===== src/design/i8008_isa_pkg.sv =====
package i8008_isa_pkg;

	localparam int data_w = 8;
	localparam int pc_w = 14;
	localparam int num_regs = 7; // A through L, no M

	typedef logic [2:0] reg_idx_t;

	localparam reg_idx_t reg_a = 3'd0;
	localparam reg_idx_t reg_b = 3'd1;
	localparam reg_idx_t reg_c = 3'd2;
	localparam reg_idx_t reg_d = 3'd3;
	localparam reg_idx_t reg_e = 3'd4;
	localparam reg_idx_t reg_h = 3'd5;
	localparam reg_idx_t reg_l = 3'd6;
	localparam reg_idx_t reg_m = 3'd7; // Memory operand, not supported

	// Opcode bits 5..3 of the 10ooosss group
	typedef enum logic [2:0] {
		add = 3'd0,
		adc = 3'd1,
		sub = 3'd2,
		sbb = 3'd3,
		and_op = 3'd4,
		xor_op = 3'd5,
		or_op = 3'd6,
		cmp = 3'd7
	} alu_op_t;

	typedef enum logic [2:0] {
		rlc = 3'd0,
		rrc = 3'd1,
		ral = 3'd2,
		rar = 3'd3,
		inc = 3'd4,
		dec = 3'd5
	} unary_op_t;

	typedef enum logic [2:0] {
		op_mov, // 11dddsss
		op_alu, // 10ooosss
		op_inr, // 00ddd000, ddd not 0
		op_dcr, // 00ddd001, ddd not 0
		op_rot, // 000rr010
		op_nop  // Anything else
	} op_class_t;

	function automatic op_class_t op_class(input logic [data_w-1:0] op);
		op_class_t cls;
		cls = op_nop;
		if (op[7:6] == 2'b11 && op[5:3] != reg_m && op[2:0] != reg_m)
			cls = op_mov;
		else if (op[7:6] == 2'b10 && op[2:0] != reg_m)
			cls = op_alu;
		else if (op[7:6] == 2'b00 && op[5:3] != 3'd0 && op[5:3] != reg_m && op[2:0] == 3'd0)
			cls = op_inr;
		else if (op[7:6] == 2'b00 && op[5:3] != 3'd0 && op[5:3] != reg_m && op[2:0] == 3'd1)
			cls = op_dcr;
		else if (op[7:5] == 3'b000 && op[2:0] == 3'b010)
			cls = op_rot;
		return cls;
	endfunction

endpackage


===== src/design/i8008_bus_pkg.sv =====
package i8008_bus_pkg;
	import i8008_isa_pkg::*;

	typedef enum logic [2:0] {
		t1 = 3'b010,
		t2 = 3'b100,
		tw = 3'b000,
		t3 = 3'b001,
		t4 = 3'b111,
		t5 = 3'b101
	} tstate_t;

	// Cycle type in bits 7..6 of the T2 byte
	localparam logic [1:0] cyc_fetch = 2'b00;

	typedef struct packed {
		logic sync;
		logic pc_lo_out;
		logic pc_hi_out;
		logic pc_inc;
		logic ir_we;
		logic din_out;
		logic rf_out;
		logic rf_we;
		reg_idx_t rf_sel;
		logic acc_to_a; // temp_a source is A, not the bus
		logic a_we;
		logic b_we;
		logic b_out;
		logic alu_out;
		logic alu_unary;
		alu_op_t alu_op;
		unary_op_t unary_op;
		logic carry_we;
	} ctrl_t;

endpackage


===== src/design/i8008_alu.sv =====
`timescale 1ns/1ns

module i8008_alu
	import i8008_isa_pkg::*;
	import i8008_bus_pkg::*;
(
	input logic clk,
	input logic rst,
	input ctrl_t ctrl,
	input logic [data_w-1:0] temp_a,
	input logic [data_w-1:0] temp_b,
	output logic [data_w-1:0] alu_result
);

	logic carry;
	logic carry_next;
	logic [data_w:0] cin_ext;

	assign cin_ext = {{data_w{1'b0}}, carry};

	always_comb begin
		alu_result = '0;
		carry_next = carry;
		if (ctrl.alu_unary) begin
			case (ctrl.unary_op)
				rlc: begin
					alu_result = {temp_a[data_w-2:0], temp_a[data_w-1]};
					carry_next = temp_a[data_w-1];
				end
				rrc: begin
					alu_result = {temp_a[0], temp_a[data_w-1:1]};
					carry_next = temp_a[0];
				end
				ral: begin
					alu_result = {temp_a[data_w-2:0], carry}; // Rotate through carry
					carry_next = temp_a[data_w-1];
				end
				rar: begin
					alu_result = {carry, temp_a[data_w-1:1]};
					carry_next = temp_a[0];
				end
				inc: alu_result = temp_a + 1'b1;
				dec: alu_result = temp_a - 1'b1;
				default: ;
			endcase
		end else begin
			case (ctrl.alu_op)
				add: {carry_next, alu_result} = {1'b0, temp_a} + {1'b0, temp_b};
				adc: {carry_next, alu_result} = {1'b0, temp_a} + {1'b0, temp_b} + cin_ext;
				sub: {carry_next, alu_result} = {1'b0, temp_a} - {1'b0, temp_b}; // Bit 8 is borrow
				sbb: {carry_next, alu_result} = {1'b0, temp_a} - {1'b0, temp_b} - cin_ext;
				and_op: begin
					alu_result = temp_a & temp_b;
					carry_next = 1'b0;
				end
				xor_op: begin
					alu_result = temp_a ^ temp_b;
					carry_next = 1'b0;
				end
				or_op: begin
					alu_result = temp_a | temp_b;
					carry_next = 1'b0;
				end
				default: begin
					alu_result = temp_a; // CMP leaves A on the bus
					carry_next = (temp_a < temp_b);
				end
			endcase
		end
	end

	always_ff @(posedge clk) begin
		if (rst)
			carry <= 1'b0;
		else if (ctrl.carry_we)
			carry <= carry_next;
	end

endmodule


===== src/design/i8008_core.sv =====
`timescale 1ns/1ns

module i8008_core
	import i8008_isa_pkg::*;
	import i8008_bus_pkg::*;
(
	input logic clk,
	input logic rst,
	input logic [data_w-1:0] d_in,
	input logic ready,
	output logic [data_w-1:0] d_out,
	output logic sync,
	output tstate_t state
);

	ctrl_t ctrl;
	logic [data_w-1:0] instr;
	logic [data_w-1:0] temp_a;
	logic [data_w-1:0] temp_b;
	logic [data_w-1:0] rf_data;
	logic [data_w-1:0] acc;
	logic [data_w-1:0] alu_result;

	assign sync = ctrl.sync;

	i8008_tstate_seq seq_i (
		.clk(clk),
		.rst(rst),
		.ready(ready),
		.state(state)
	);

	i8008_decoder dec_i (
		.state(state),
		.instr(instr),
		.ctrl(ctrl)
	);

	i8008_datapath dp_i (
		.clk(clk),
		.rst(rst),
		.ctrl(ctrl),
		.d_in(d_in),
		.rf_data(rf_data),
		.acc(acc),
		.alu_result(alu_result),
		.instr(instr),
		.bus(d_out), // Output pins show the internal bus
		.temp_a(temp_a),
		.temp_b(temp_b)
	);

	i8008_reg_file rf_i (
		.clk(clk),
		.rst(rst),
		.ctrl(ctrl),
		.bus(d_out),
		.rf_data(rf_data),
		.acc(acc)
	);

	i8008_alu alu_i (
		.clk(clk),
		.rst(rst),
		.ctrl(ctrl),
		.temp_a(temp_a),
		.temp_b(temp_b),
		.alu_result(alu_result)
	);

endmodule


===== src/design/i8008_datapath.sv =====
`timescale 1ns/1ns

module i8008_datapath
	import i8008_isa_pkg::*;
	import i8008_bus_pkg::*;
(
	input logic clk,
	input logic rst,
	input ctrl_t ctrl,
	input logic [data_w-1:0] d_in,
	input logic [data_w-1:0] rf_data,
	input logic [data_w-1:0] acc,
	input logic [data_w-1:0] alu_result,
	output logic [data_w-1:0] instr,
	output logic [data_w-1:0] bus,
	output logic [data_w-1:0] temp_a,
	output logic [data_w-1:0] temp_b
);

	logic [pc_w-1:0] pc;

	always_ff @(posedge clk) begin
		if (rst) begin
			pc <= '0;
			instr <= '0;
			temp_a <= '0;
			temp_b <= '0;
		end else begin
			if (ctrl.pc_inc)
				pc <= pc + 1'b1;
			if (ctrl.ir_we)
				instr <= d_in;
			if (ctrl.a_we)
				temp_a <= ctrl.acc_to_a ? acc : bus;
			if (ctrl.b_we)
				temp_b <= bus;
		end
	end

	// Internal bus, first enabled source wins
	always_comb begin
		if (ctrl.pc_lo_out)
			bus = pc[data_w-1:0];
		else if (ctrl.pc_hi_out)
			bus = {cyc_fetch, pc[pc_w-1:data_w]}; // Cycle type in top two bits
		else if (ctrl.rf_out)
			bus = rf_data;
		else if (ctrl.alu_out)
			bus = alu_result;
		else if (ctrl.b_out)
			bus = temp_b;
		else if (ctrl.din_out)
			bus = d_in;
		else
			bus = '0;
	end

endmodule


===== src/design/i8008_decoder.sv =====
`timescale 1ns/1ns

module i8008_decoder
	import i8008_isa_pkg::*;
	import i8008_bus_pkg::*;
(
	input tstate_t state,
	input logic [data_w-1:0] instr,
	output ctrl_t ctrl
);

	op_class_t cls;
	reg_idx_t ddd;
	reg_idx_t sss;

	assign cls = op_class(instr);
	assign ddd = instr[5:3];
	assign sss = instr[2:0];

	always_comb begin
		ctrl = '0;
		case (state)
			t1: begin
				ctrl.sync = 1'b1;
				ctrl.pc_lo_out = 1'b1;
				ctrl.acc_to_a = 1'b1; // A into temp_a for ALU and rotates
				ctrl.a_we = 1'b1;
			end
			t2: begin
				ctrl.sync = 1'b1;
				ctrl.pc_hi_out = 1'b1;
				ctrl.pc_inc = 1'b1;
			end
			t3: begin
				ctrl.din_out = 1'b1;
				ctrl.ir_we = 1'b1;
			end
			t4: begin
				case (cls)
					op_mov, op_alu: begin
						ctrl.rf_out = 1'b1;
						ctrl.rf_sel = sss;
						ctrl.b_we = 1'b1;
					end
					op_inr, op_dcr: begin
						ctrl.rf_out = 1'b1;
						ctrl.rf_sel = ddd;
						ctrl.a_we = 1'b1;
					end
					default: ;
				endcase
			end
			t5: begin
				case (cls)
					op_mov: begin
						ctrl.b_out = 1'b1;
						ctrl.rf_we = 1'b1;
						ctrl.rf_sel = ddd;
					end
					op_alu: begin
						ctrl.alu_out = 1'b1;
						ctrl.alu_op = alu_op_t'(instr[5:3]);
						ctrl.carry_we = 1'b1;
						ctrl.rf_sel = reg_a;
						ctrl.rf_we = (alu_op_t'(instr[5:3]) != cmp); // CMP only sets carry
					end
					op_inr, op_dcr: begin
						ctrl.alu_out = 1'b1;
						ctrl.alu_unary = 1'b1;
						ctrl.unary_op = (cls == op_inr) ? inc : dec;
						ctrl.rf_we = 1'b1;
						ctrl.rf_sel = ddd;
					end
					op_rot: begin
						ctrl.alu_out = 1'b1;
						ctrl.alu_unary = 1'b1;
						ctrl.unary_op = unary_op_t'({1'b0, instr[4:3]});
						ctrl.carry_we = 1'b1;
						ctrl.rf_we = 1'b1;
						ctrl.rf_sel = reg_a;
					end
					default: ;
				endcase
			end
			default: ; // TW drives nothing
		endcase
	end

endmodule


===== src/design/i8008_reg_file.sv =====
`timescale 1ns/1ns

module i8008_reg_file
	import i8008_isa_pkg::*;
	import i8008_bus_pkg::*;
(
	input logic clk,
	input logic rst,
	input ctrl_t ctrl,
	input logic [data_w-1:0] bus,
	output logic [data_w-1:0] rf_data,
	output logic [data_w-1:0] acc
);

	logic [data_w-1:0] regs [0:num_regs-1];

	always_ff @(posedge clk) begin
		if (rst) begin
			for (int i = 0; i < num_regs; i++)
				regs[i] <= '0;
		end else if (ctrl.rf_we && ctrl.rf_sel != reg_m) begin
			regs[ctrl.rf_sel] <= bus;
		end
	end

	// M has no storage here, reads fall back to A
	assign rf_data = (ctrl.rf_sel == reg_m) ? regs[reg_a] : regs[ctrl.rf_sel];
	assign acc = regs[reg_a];

endmodule


===== src/design/i8008_tstate_seq.sv =====
`timescale 1ns/1ns

module i8008_tstate_seq
	import i8008_bus_pkg::*;
(
	input logic clk,
	input logic rst,
	input logic ready,
	output tstate_t state
);

	logic ready_meta;
	logic ready_sync;
	tstate_t next_state;

	// Two flops on the asynchronous READY level
	always_ff @(posedge clk) begin
		ready_meta <= ready;
		ready_sync <= ready_meta;
	end

	always_comb begin
		case (state)
			t1: next_state = t2;
			t2, tw: next_state = ready_sync ? t3 : tw; // Wait until memory is ready
			t3: next_state = t4;
			t4: next_state = t5;
			default: next_state = t1;
		endcase
	end

	always_ff @(posedge clk) begin
		if (rst)
			state <= t1;
		else
			state <= next_state;
	end

endmodule


===== config.mk =====
export PLATFORM = sky130hd
export DESIGN_NAME = i8008_core
export DESIGN_NICKNAME = d
export VERILOG_FILES = /design/src/design/i8008_isa_pkg.sv /design/src/design/i8008_bus_pkg.sv /design/src/design/i8008_alu.sv /design/src/design/i8008_core.sv /design/src/design/i8008_datapath.sv /design/src/design/i8008_decoder.sv /design/src/design/i8008_reg_file.sv /design/src/design/i8008_tstate_seq.sv
export SDC_FILE = /design/constraint.sdc
export NUM_CORES = 1
export LEC_CHECK = 0
export BUFFER_PORTS_ARGS = -buffer_cell sky130_fd_sc_hd__buf_2
export CORE_ASPECT_RATIO = 1.2
export CORE_MARGIN = 5
export CORE_UTILIZATION = 43
export CTS_CLUSTER_SIZE = 10
export DETAILED_ROUTE_END_ITERATION = 8
export SLEW_MARGIN = 20
export SYNTH_ARGS = -nofsm -noshare
export SYNTH_HDL_FRONTEND = slang
export SYNTH_SLANG_ARGS = --single-unit

===== constraint.sdc =====
create_clock -name clk -period 4.7 [get_ports clk]
set_clock_uncertainty 0.2 [all_clocks]
set_input_delay 0.235 -clock clk [delete_from_list [all_inputs] [get_ports clk]]
set_output_delay 0.235 -clock clk [all_outputs]
set_load 0.01 [all_outputs]

**Word-level counts from Yosys, hierarchy flattened**

Memories as Yosys holds them, arrays and structs flattened.
Cells that the tools add are included.

- Output and inout bits: 12
- Memory bits (writable): 56
- Bits of input ports: 11
- Memories kept: 1
- Register bits after elaboration: 44
- Logic and storage cells: 131

Memories:

| name | depth | width | read ports | clocked after memory_dff | wr ports | line | RTL |
|---|---|---|---|---|---|---|---|
| rf_i.regs | 7 | 8 | 2 | 0 | 7 | i8008_reg_file.sv:15 | `logic [data_w-1:0] regs [0:num_regs-1];` |

- Add/sub/neg operators: 7
- Reduce and logical (&&, ||, !) cells: 31
- Equality and inequality tests: 29
- Muxes and demuxes: 51
- Order comparisons: 1
- Bitwise operators: 3

Operators by type and width:

| cell | number |
|---|---|
| $mux W8 | 10 |
| $pmux W8 S7 | 1 |
| $pmux W8 S6 | 1 |
| $eq A3 B3 Y1 const B | 10 |
| $eq A3 B2 Y1 const B | 8 |
| $mux W1 | 22 |
| $logic_not A3 Y1 | 6 |
| $mux W3 | 6 |
| $pmux W3 S2 | 3 |
| $eq A3 B1 Y1 const B | 5 |
| $add A14 B1 Y14 const B | 1 |
| $reduce_or A2 Y1 | 7 |
| $ne A3 B3 Y1 const B | 4 |
| $pmux W3 S4 | 1 |
| $pmux W4 S3 | 1 |
| $mux W10 | 1 |
| $add A8 B8 Y9 | 1 |
| $add A9 B1 Y9 | 1 |
| $logic_and A1 B1 Y1 | 9 |
| $reduce_or A3 Y1 | 3 |
| $sub A8 B8 Y9 | 1 |
| $sub A9 B1 Y9 | 1 |
| $add A8 B1 Y8 const B | 1 |
| $and A8 B8 Y8 | 1 |
| 13 further kinds | 17 |

**Depth between registers and ports, before layout**

- Word-level depth: 20
- Gate-level depth with buffers: 16
- Mapped depth without buffers: 14

**Cells and area by module**

Synthesis repeated with hierarchy kept, for this count alone.

- Cell total of the unflattened synthesis: 857
- Area total of the unflattened synthesis: 7,785.0 sq um

Modules (own cells, without submodules):

| module | cells an instance | area each (sq um) | times used | seq. area each (sq um) |
|---|---|---|---|---|
| i8008_reg_file | 181 | 2,678.8 | 1 | 1,631.6 |
| i8008_alu | 344 | 2,411.1 | 1 | 20.0 |
| i8008_datapath | 264 | 2,160.8 | 1 | 760.7 |
| i8008_decoder | 53 | 357.8 | 1 | 0.0 |
| i8008_tstate_seq | 15 | 176.4 | 1 | 100.1 |

**Worst setup path after synthesis**

OpenSTA, ideal clock, no wires.

- Path type: register to output
- From: register dp_i.instr[1]
- To: output d_out[7]
- Arrival: 3,705 ps
- Path slack: 560 ps
- Required time: 4,265 ps
- Cell stages (with the launch flop): 15
- Path through: dfxtp_1 -> nor4_4 -> and3_1 -> buf_2 -> nand2_1 -> nor2_1 -> ha_1 -> a21oi_1 -> o22ai_1 -> o211ai_1 -> and3_1 -> nor3_1 -> or4b_4 -> o31ai_4 -> nand3_1

- Cells in the longest elaborated chain, start to end: 18

RTL lines:

| element | line | RTL |
|---|---|---|
| from (decl) | i8008_datapath.sv:14 | `output logic [data_w-1:0] instr,` |
| from (signal assigned) | i8008_datapath.sv:32 | `instr <= d_in;` |
| $eq A3 B2 Y1 | i8008_isa_pkg.sv:59 | `else if (op[7:5] == 3'b000 && op[2:0] == 3'b010)` |
| $logic_and A1 B1 Y1 | i8008_isa_pkg.sv:59 |  |
| $mux W1 | i8008_isa_pkg.sv:59 |  |
| $mux W3 | i8008_isa_pkg.sv:57 | `else if (op[7:6] == 2'b00 && op[5:3] != 3'd0 && op[5:3] != reg_m && op[2:0] == 3'd1)` |
| $mux W3 | i8008_isa_pkg.sv:55 | `else if (op[7:6] == 2'b00 && op[5:3] != 3'd0 && op[5:3] != reg_m && op[2:0] == 3'd0)` |
| $mux W3 | i8008_isa_pkg.sv:53 | `else if (op[7:6] == 2'b10 && op[2:0] != reg_m)` |
| $mux W3 | i8008_isa_pkg.sv:51 | `if (op[7:6] == 2'b11 && op[5:3] != reg_m && op[2:0] != reg_m)` |
| $eq A3 B2 Y1 (on tied branches) | i8008_decoder.sv:39, i8008_decoder.sv:54, i8008_decoder.sv:70 |  |
| (+2 left out) | -- |  |
| $mux W10 | i8008_decoder.sv:22 | `case (state)` |
| $eq A3 B3 Y1 (tied with other cells) | i8008_alu.sv:25 | `case (ctrl.unary_op)` |
| $pmux W8 S6 | i8008_alu.sv:25 |  |
| $mux W8 | i8008_alu.sv:24 | `if (ctrl.alu_unary) begin` |
| $mux W8 | i8008_datapath.sv:48 | `else if (ctrl.alu_out)` |
| $mux W8 (*) | i8008_datapath.sv:46 | `else if (ctrl.rf_out)` |
| $mux W8 (*) | i8008_datapath.sv:44 | `else if (ctrl.pc_hi_out)` |
| $mux W8 (*) | i8008_datapath.sv:42 | `if (ctrl.pc_lo_out)` |
| to (decl) | i8008_core.sv:11 | `output logic [data_w-1:0] d_out,` |

Mark *: on every way between the ends. The rest lies on a longest branch, timed or not.

**Worst setup path after layout**

- From: register dp_i.temp_b[0]
- To: output d_out[7]

- Cells in the longest elaborated chain, start to end: 8

RTL lines:

| element | line | RTL |
|---|---|---|
| from (decl) | i8008_datapath.sv:17 | `output logic [data_w-1:0] temp_b` |
| from (signal assigned) | i8008_datapath.sv:36 | `temp_b <= bus;` |
| $sub A8 B8 Y9 / $add A8 B8 Y9 (equally long branches) | -- |  |
| $sub A9 B1 Y9 / $add A9 B1 Y9 (equally long branches) | i8008_alu.sv:51, i8008_alu.sv:49 |  |
| $pmux W8 S7 (*) | i8008_alu.sv:47 | `case (ctrl.alu_op)` |
| $mux W8 (*) | i8008_alu.sv:24 |  |
| $mux W8 (*) | i8008_datapath.sv:48 |  |
| $mux W8 (*) | i8008_datapath.sv:46 |  |
| $mux W8 (*) | i8008_datapath.sv:44 |  |
| $mux W8 (*) | i8008_datapath.sv:42 |  |

Marks and branches as above.

==> metrics.log <==
INFO  metric fin_ws = 0.143 ns
INFO  metric syn_area_per_cell = 8.68 sq um
INFO  metric number_of_clock_buffers_inserted_by_tritoncts = 9
INFO  metric timing.hold.worst.class = in2reg
INFO  metric maxSlewViolCount = 0
INFO  metric final_area = 8500 sq um
INFO  metric first_pass_grt_wire_length = 40.5 mm
INFO  metric combPwrFrac = 17.3%
INFO  metric synth-warning-count = 0
INFO  metric routed-via-count = 7191
INFO  metric critPathKind = reg2out
INFO  metric cts_max_level = 3
INFO  metric initialDrtViolationCount = 819
INFO  metric max_freq = 219 MHz
INFO  metric max-clock-path-buffers = 2
INFO  metric path_max_fanout = 5
INFO  metric clkSlewWorstSetupHoldPaths = 0.07 ns
INFO  metric r2r_slack = 0.46 ns
INFO  metric min-delay-start = d_in[2]
INFO  metric power_switching_share = 29.1%
INFO  metric fillers = 1728
INFO  metric n_antenna_cell = 0
INFO  metric grt_antenna_before_repair = 0
INFO  metric crit_family = simple AND/OR/NAND/NOR gates
INFO  metric remaining_drc_errors = 0
INFO  metric drt_wl_total = 26.2 mm
INFO  metric seq_area_frac_synth = 32.9%
INFO  metric worst_path_required = 4.26 ns
INFO  metric wl_per_cell = 23.1 um
INFO  metric numClockSinks = 100
INFO  metric postSynth.asyncResetShare = 0%
INFO  metric fin_total_pwr = 2.11 mW
INFO  metric cts_root_buf = clkbuf_16
INFO  metric min_period_over_period = 96.9%
INFO  metric floorplan.core_area = 17400 sq um
INFO  metric worstSkewPairLatency = 0.36 ns
INFO  metric die_x = 131 um
INFO  metric synthesis.nets = 919
INFO  metric finalNonFillerCells = 1135
INFO  metric cellPowerDensity = 248 nW/um^2
INFO  metric final_net_count = 959
INFO  metric synth_enable_flop_cells = 48
INFO  metric p_switching = 0.615 mW
INFO  metric number_of_nets_with_antenna_violations_after_detailed_routing = 0
INFO  metric post_route_cells_drive_above_1_share = 14.8%
INFO  metric io_buffers = 22
INFO  metric outcome = complete, no violations
INFO  metric relSlewSlack = 38.0%
INFO  metric synth_cell_types = 95
INFO  metric globalRouteOverflowTotal = 0
INFO  metric die-height = 155 um
INFO  metric placed_cells = 1111
INFO  metric static-leakage-power = 3.05 nW
INFO  metric critical_path.n_buffers_inverters = 1
INFO  metric worst_setup_path_end_kind = primary output
INFO  metric final_hold_violation_count = 0
INFO  metric ys_seq_elements = 100
INFO  metric dpl-instance-area = 8080 sq um
INFO  metric intPower = 1.50 mW
INFO  metric gpl.final_weighted_congestion = 0.991
INFO  metric worst_ep_arrival_time = 4.12 ns
INFO  metric tritoncts = done
INFO  metric via_per_inst = 6.34
INFO  metric floorplan.die_area = 20300 sq um
INFO  metric slowest_stage = or4b_4
INFO  metric rows = 53
INFO  metric hpwl = 19.4 mm
INFO  metric timing_worst_slew_pin_value = 0.930 ns
INFO  metric category_of_the_worst_setup_path_launch_point = register
INFO  metric unrepaired_setup_endpoints_after_global_routing = true
INFO  metric setup_viol = 0
INFO  metric number_of_global_route_vias_before_repair = 6918
INFO  metric worstSetupStartpoint = dp_i.temp_b[0]
INFO  metric initial_core_util = 43.5%
INFO  metric synthFlopType = dfxtp_1
INFO  metric drv_cap = 0
INFO  metric postSynthCellCount = 870
INFO  metric post-place-ws = 0.389 ns
INFO  metric slowest_delay = 0.57 ns
INFO  metric grt_max_degree = 60
INFO  metric seqPwrFrac = 45.3%
INFO  metric drt_pre_antenna_iters = 5
INFO  metric path_cells = ha_2 -> fa_2 -> a211o_1 -> and2_4 -> or4_4 -> o311ai_1 -> a21oi_1 -> or4b_4 -> o31ai_4 -> nand3_1 -> buf_2
INFO  metric groute.usage.overall = 26.1%
INFO  metric io_pins = 23
INFO  metric crit-reg2reg-launch = dp_i.temp_a[0]
INFO  metric ir_worst_vdd = 0.213 mV
INFO  metric finalWorstPathRequiredPeriod = 4.56 ns
INFO  metric syn-cell-area = 7550 sq um
INFO  metric area_growth = 12.5%
INFO  metric power.share.clock = 37.4%
-- cell type report --
| type | instances | area [sq um] | share of cell area, % |
|---|---|---|---|
| Multi-Input combinational cell | 679 | 4730 | 55.6 |
| Inverter | 45 | 169 | 1.99 |
| Clock inverter | 5 | 36.3 | 0.427 |
| Sequential cell | 100 | 2490 | 29.2 |
| Timing Repair Buffer | 75 | 533 | 6.27 |
| Clock buffer | 11 | 275 | 3.24 |
| Tap cell | 220 | 275 | 3.24 |
-- power groups by stage --
| stage | combinational (mW) | sequential, mW | clock, mW |
|---|---|---|---|
| CTS | 0.358 | 0.956 | 0.793 |
| global placement | 0.355 | 0.975 | 0 |
| global route | 0.395 | 0.960 | 0.834 |
| finish | 0.366 | 0.957 | 0.789 |
| floorplan | 0.235 | 0.971 | 0 |
| detailed placement | 0.353 | 0.976 | 0 |
-- placed cells by master, fill, tap and decap left out, drive strengths merged, types with 12 or more instances in the layout --
cell type,n
nor2,102
edfxtp,48
nand2,78
o22ai,13
buf,70
inv,47
nor3,23
o21ai,30
nand2b,21
nand3,27
nand4,12
ha,35
xnor2,16
a211oi,19
dfxtp,52
xor2,14
a21oi,50
a2111oi,12
-- Yosys cell counts (all sizes together), types with 9 or more instances --
master,number,area (sq um)
o31ai,10,103
a22oi,9,67.6
or3,10,67.6
nor3,23,136
nand3,27,140
xnor2,16,140
inv,44,165
a31oi,11,75.1
xor2,14,123
a2111oi,12,106
or2,9,58.8
a21oi,50,250
buf,17,92.6
nand2b,21,131
o21ai,30,158
nor2,102,385
ha,35,438
nand2,78,293
a211oi,19,155
clkbuf,29,109
mux4,10,225
edfxtp,48,1440
nand3b,10,75.1
a221oi,9,114
and3,11,68.8
o22ai,13,81.3
o21a,11,82.6
dfxtp,52,1040
nand4,12,96.3
-- flip-flops by register name (all words and copies together) (netlist names), 3 cells and up --
register	count
rf_i.regs	56
dp_i.pc	14
dp_i.instr	8
dp_i.temp_a	8
dp_i.temp_b	8
seq_i.state	3
-- worst register-to-register path, delay by kind of cell (launching register included) --
kind | cells | cell delay, ns
buffers and inverters | 5 | 0.79
adder cells (fa/ha/maj) | 2 | 0.72
flip-flops | 1 | 0.32
AND/OR/NAND/NOR | 3 | 0.91
XOR/XNOR | 1 | 0.24
AO/OA/AOI/OAI | 4 | 0.88
-- worst paths after layout --
path	cells past startpoint	to
worst max-delay path	11	d_out[7]
worst min-delay path	3	dp_i.instr[2]
worst max register to register	15	rf_i.regs[3][7]
worst min register to register	0	seq_i.ready_sync
-- metrics by stage --
stage                     util (%)  TNS (ns)  hold WS [ns]
final                         48.9         0       0.00562
after global placement        46.5         0         0.112
after floorplan                  -         0        0.0627
after global routing          48.9   -0.0423       0.00628
after CTS                     48.6         0       0.00513
after detailed placement      46.5         0         0.115
-- logic make-up (layout without fill, tap and decap cells) --
group / Yosys count / after routing / share of synthesized area, %
adder cells (fa/ha/maj): 38 / 38 / 6.59
flip-flops: 100 / 100 / 32.9
multiplexers: 16 / 16 / 3.78
XOR/XNOR: 30 / 30 / 3.48
AO/OA/AOI/OAI: 248 / 248 / 24.4
buffers and inverters: 91 / 136 / 4.90
AND/OR/NAND/NOR: 347 / 347 / 24.0
-- repair_timing --
item                                   CTS  global route
hold buffers                             5             0
buffers inserted                         0             3
gates resized for setup                  0            10
cloned                                   0             0
pin swaps                                1             2
endpoints found under the hold margin    5             0
setup endpoints to repair                1             4
-- per-layer routing --
metal	GRT usage (%)	vias up	wire [um]
met2	42.1	298	12500
li1	-	3358	-
met1	33.4	3457	10900
met4	13.6	0	1380
met3	4.02	78	1430
met5	0	-	0
Power figures use the tool's default switching activity.
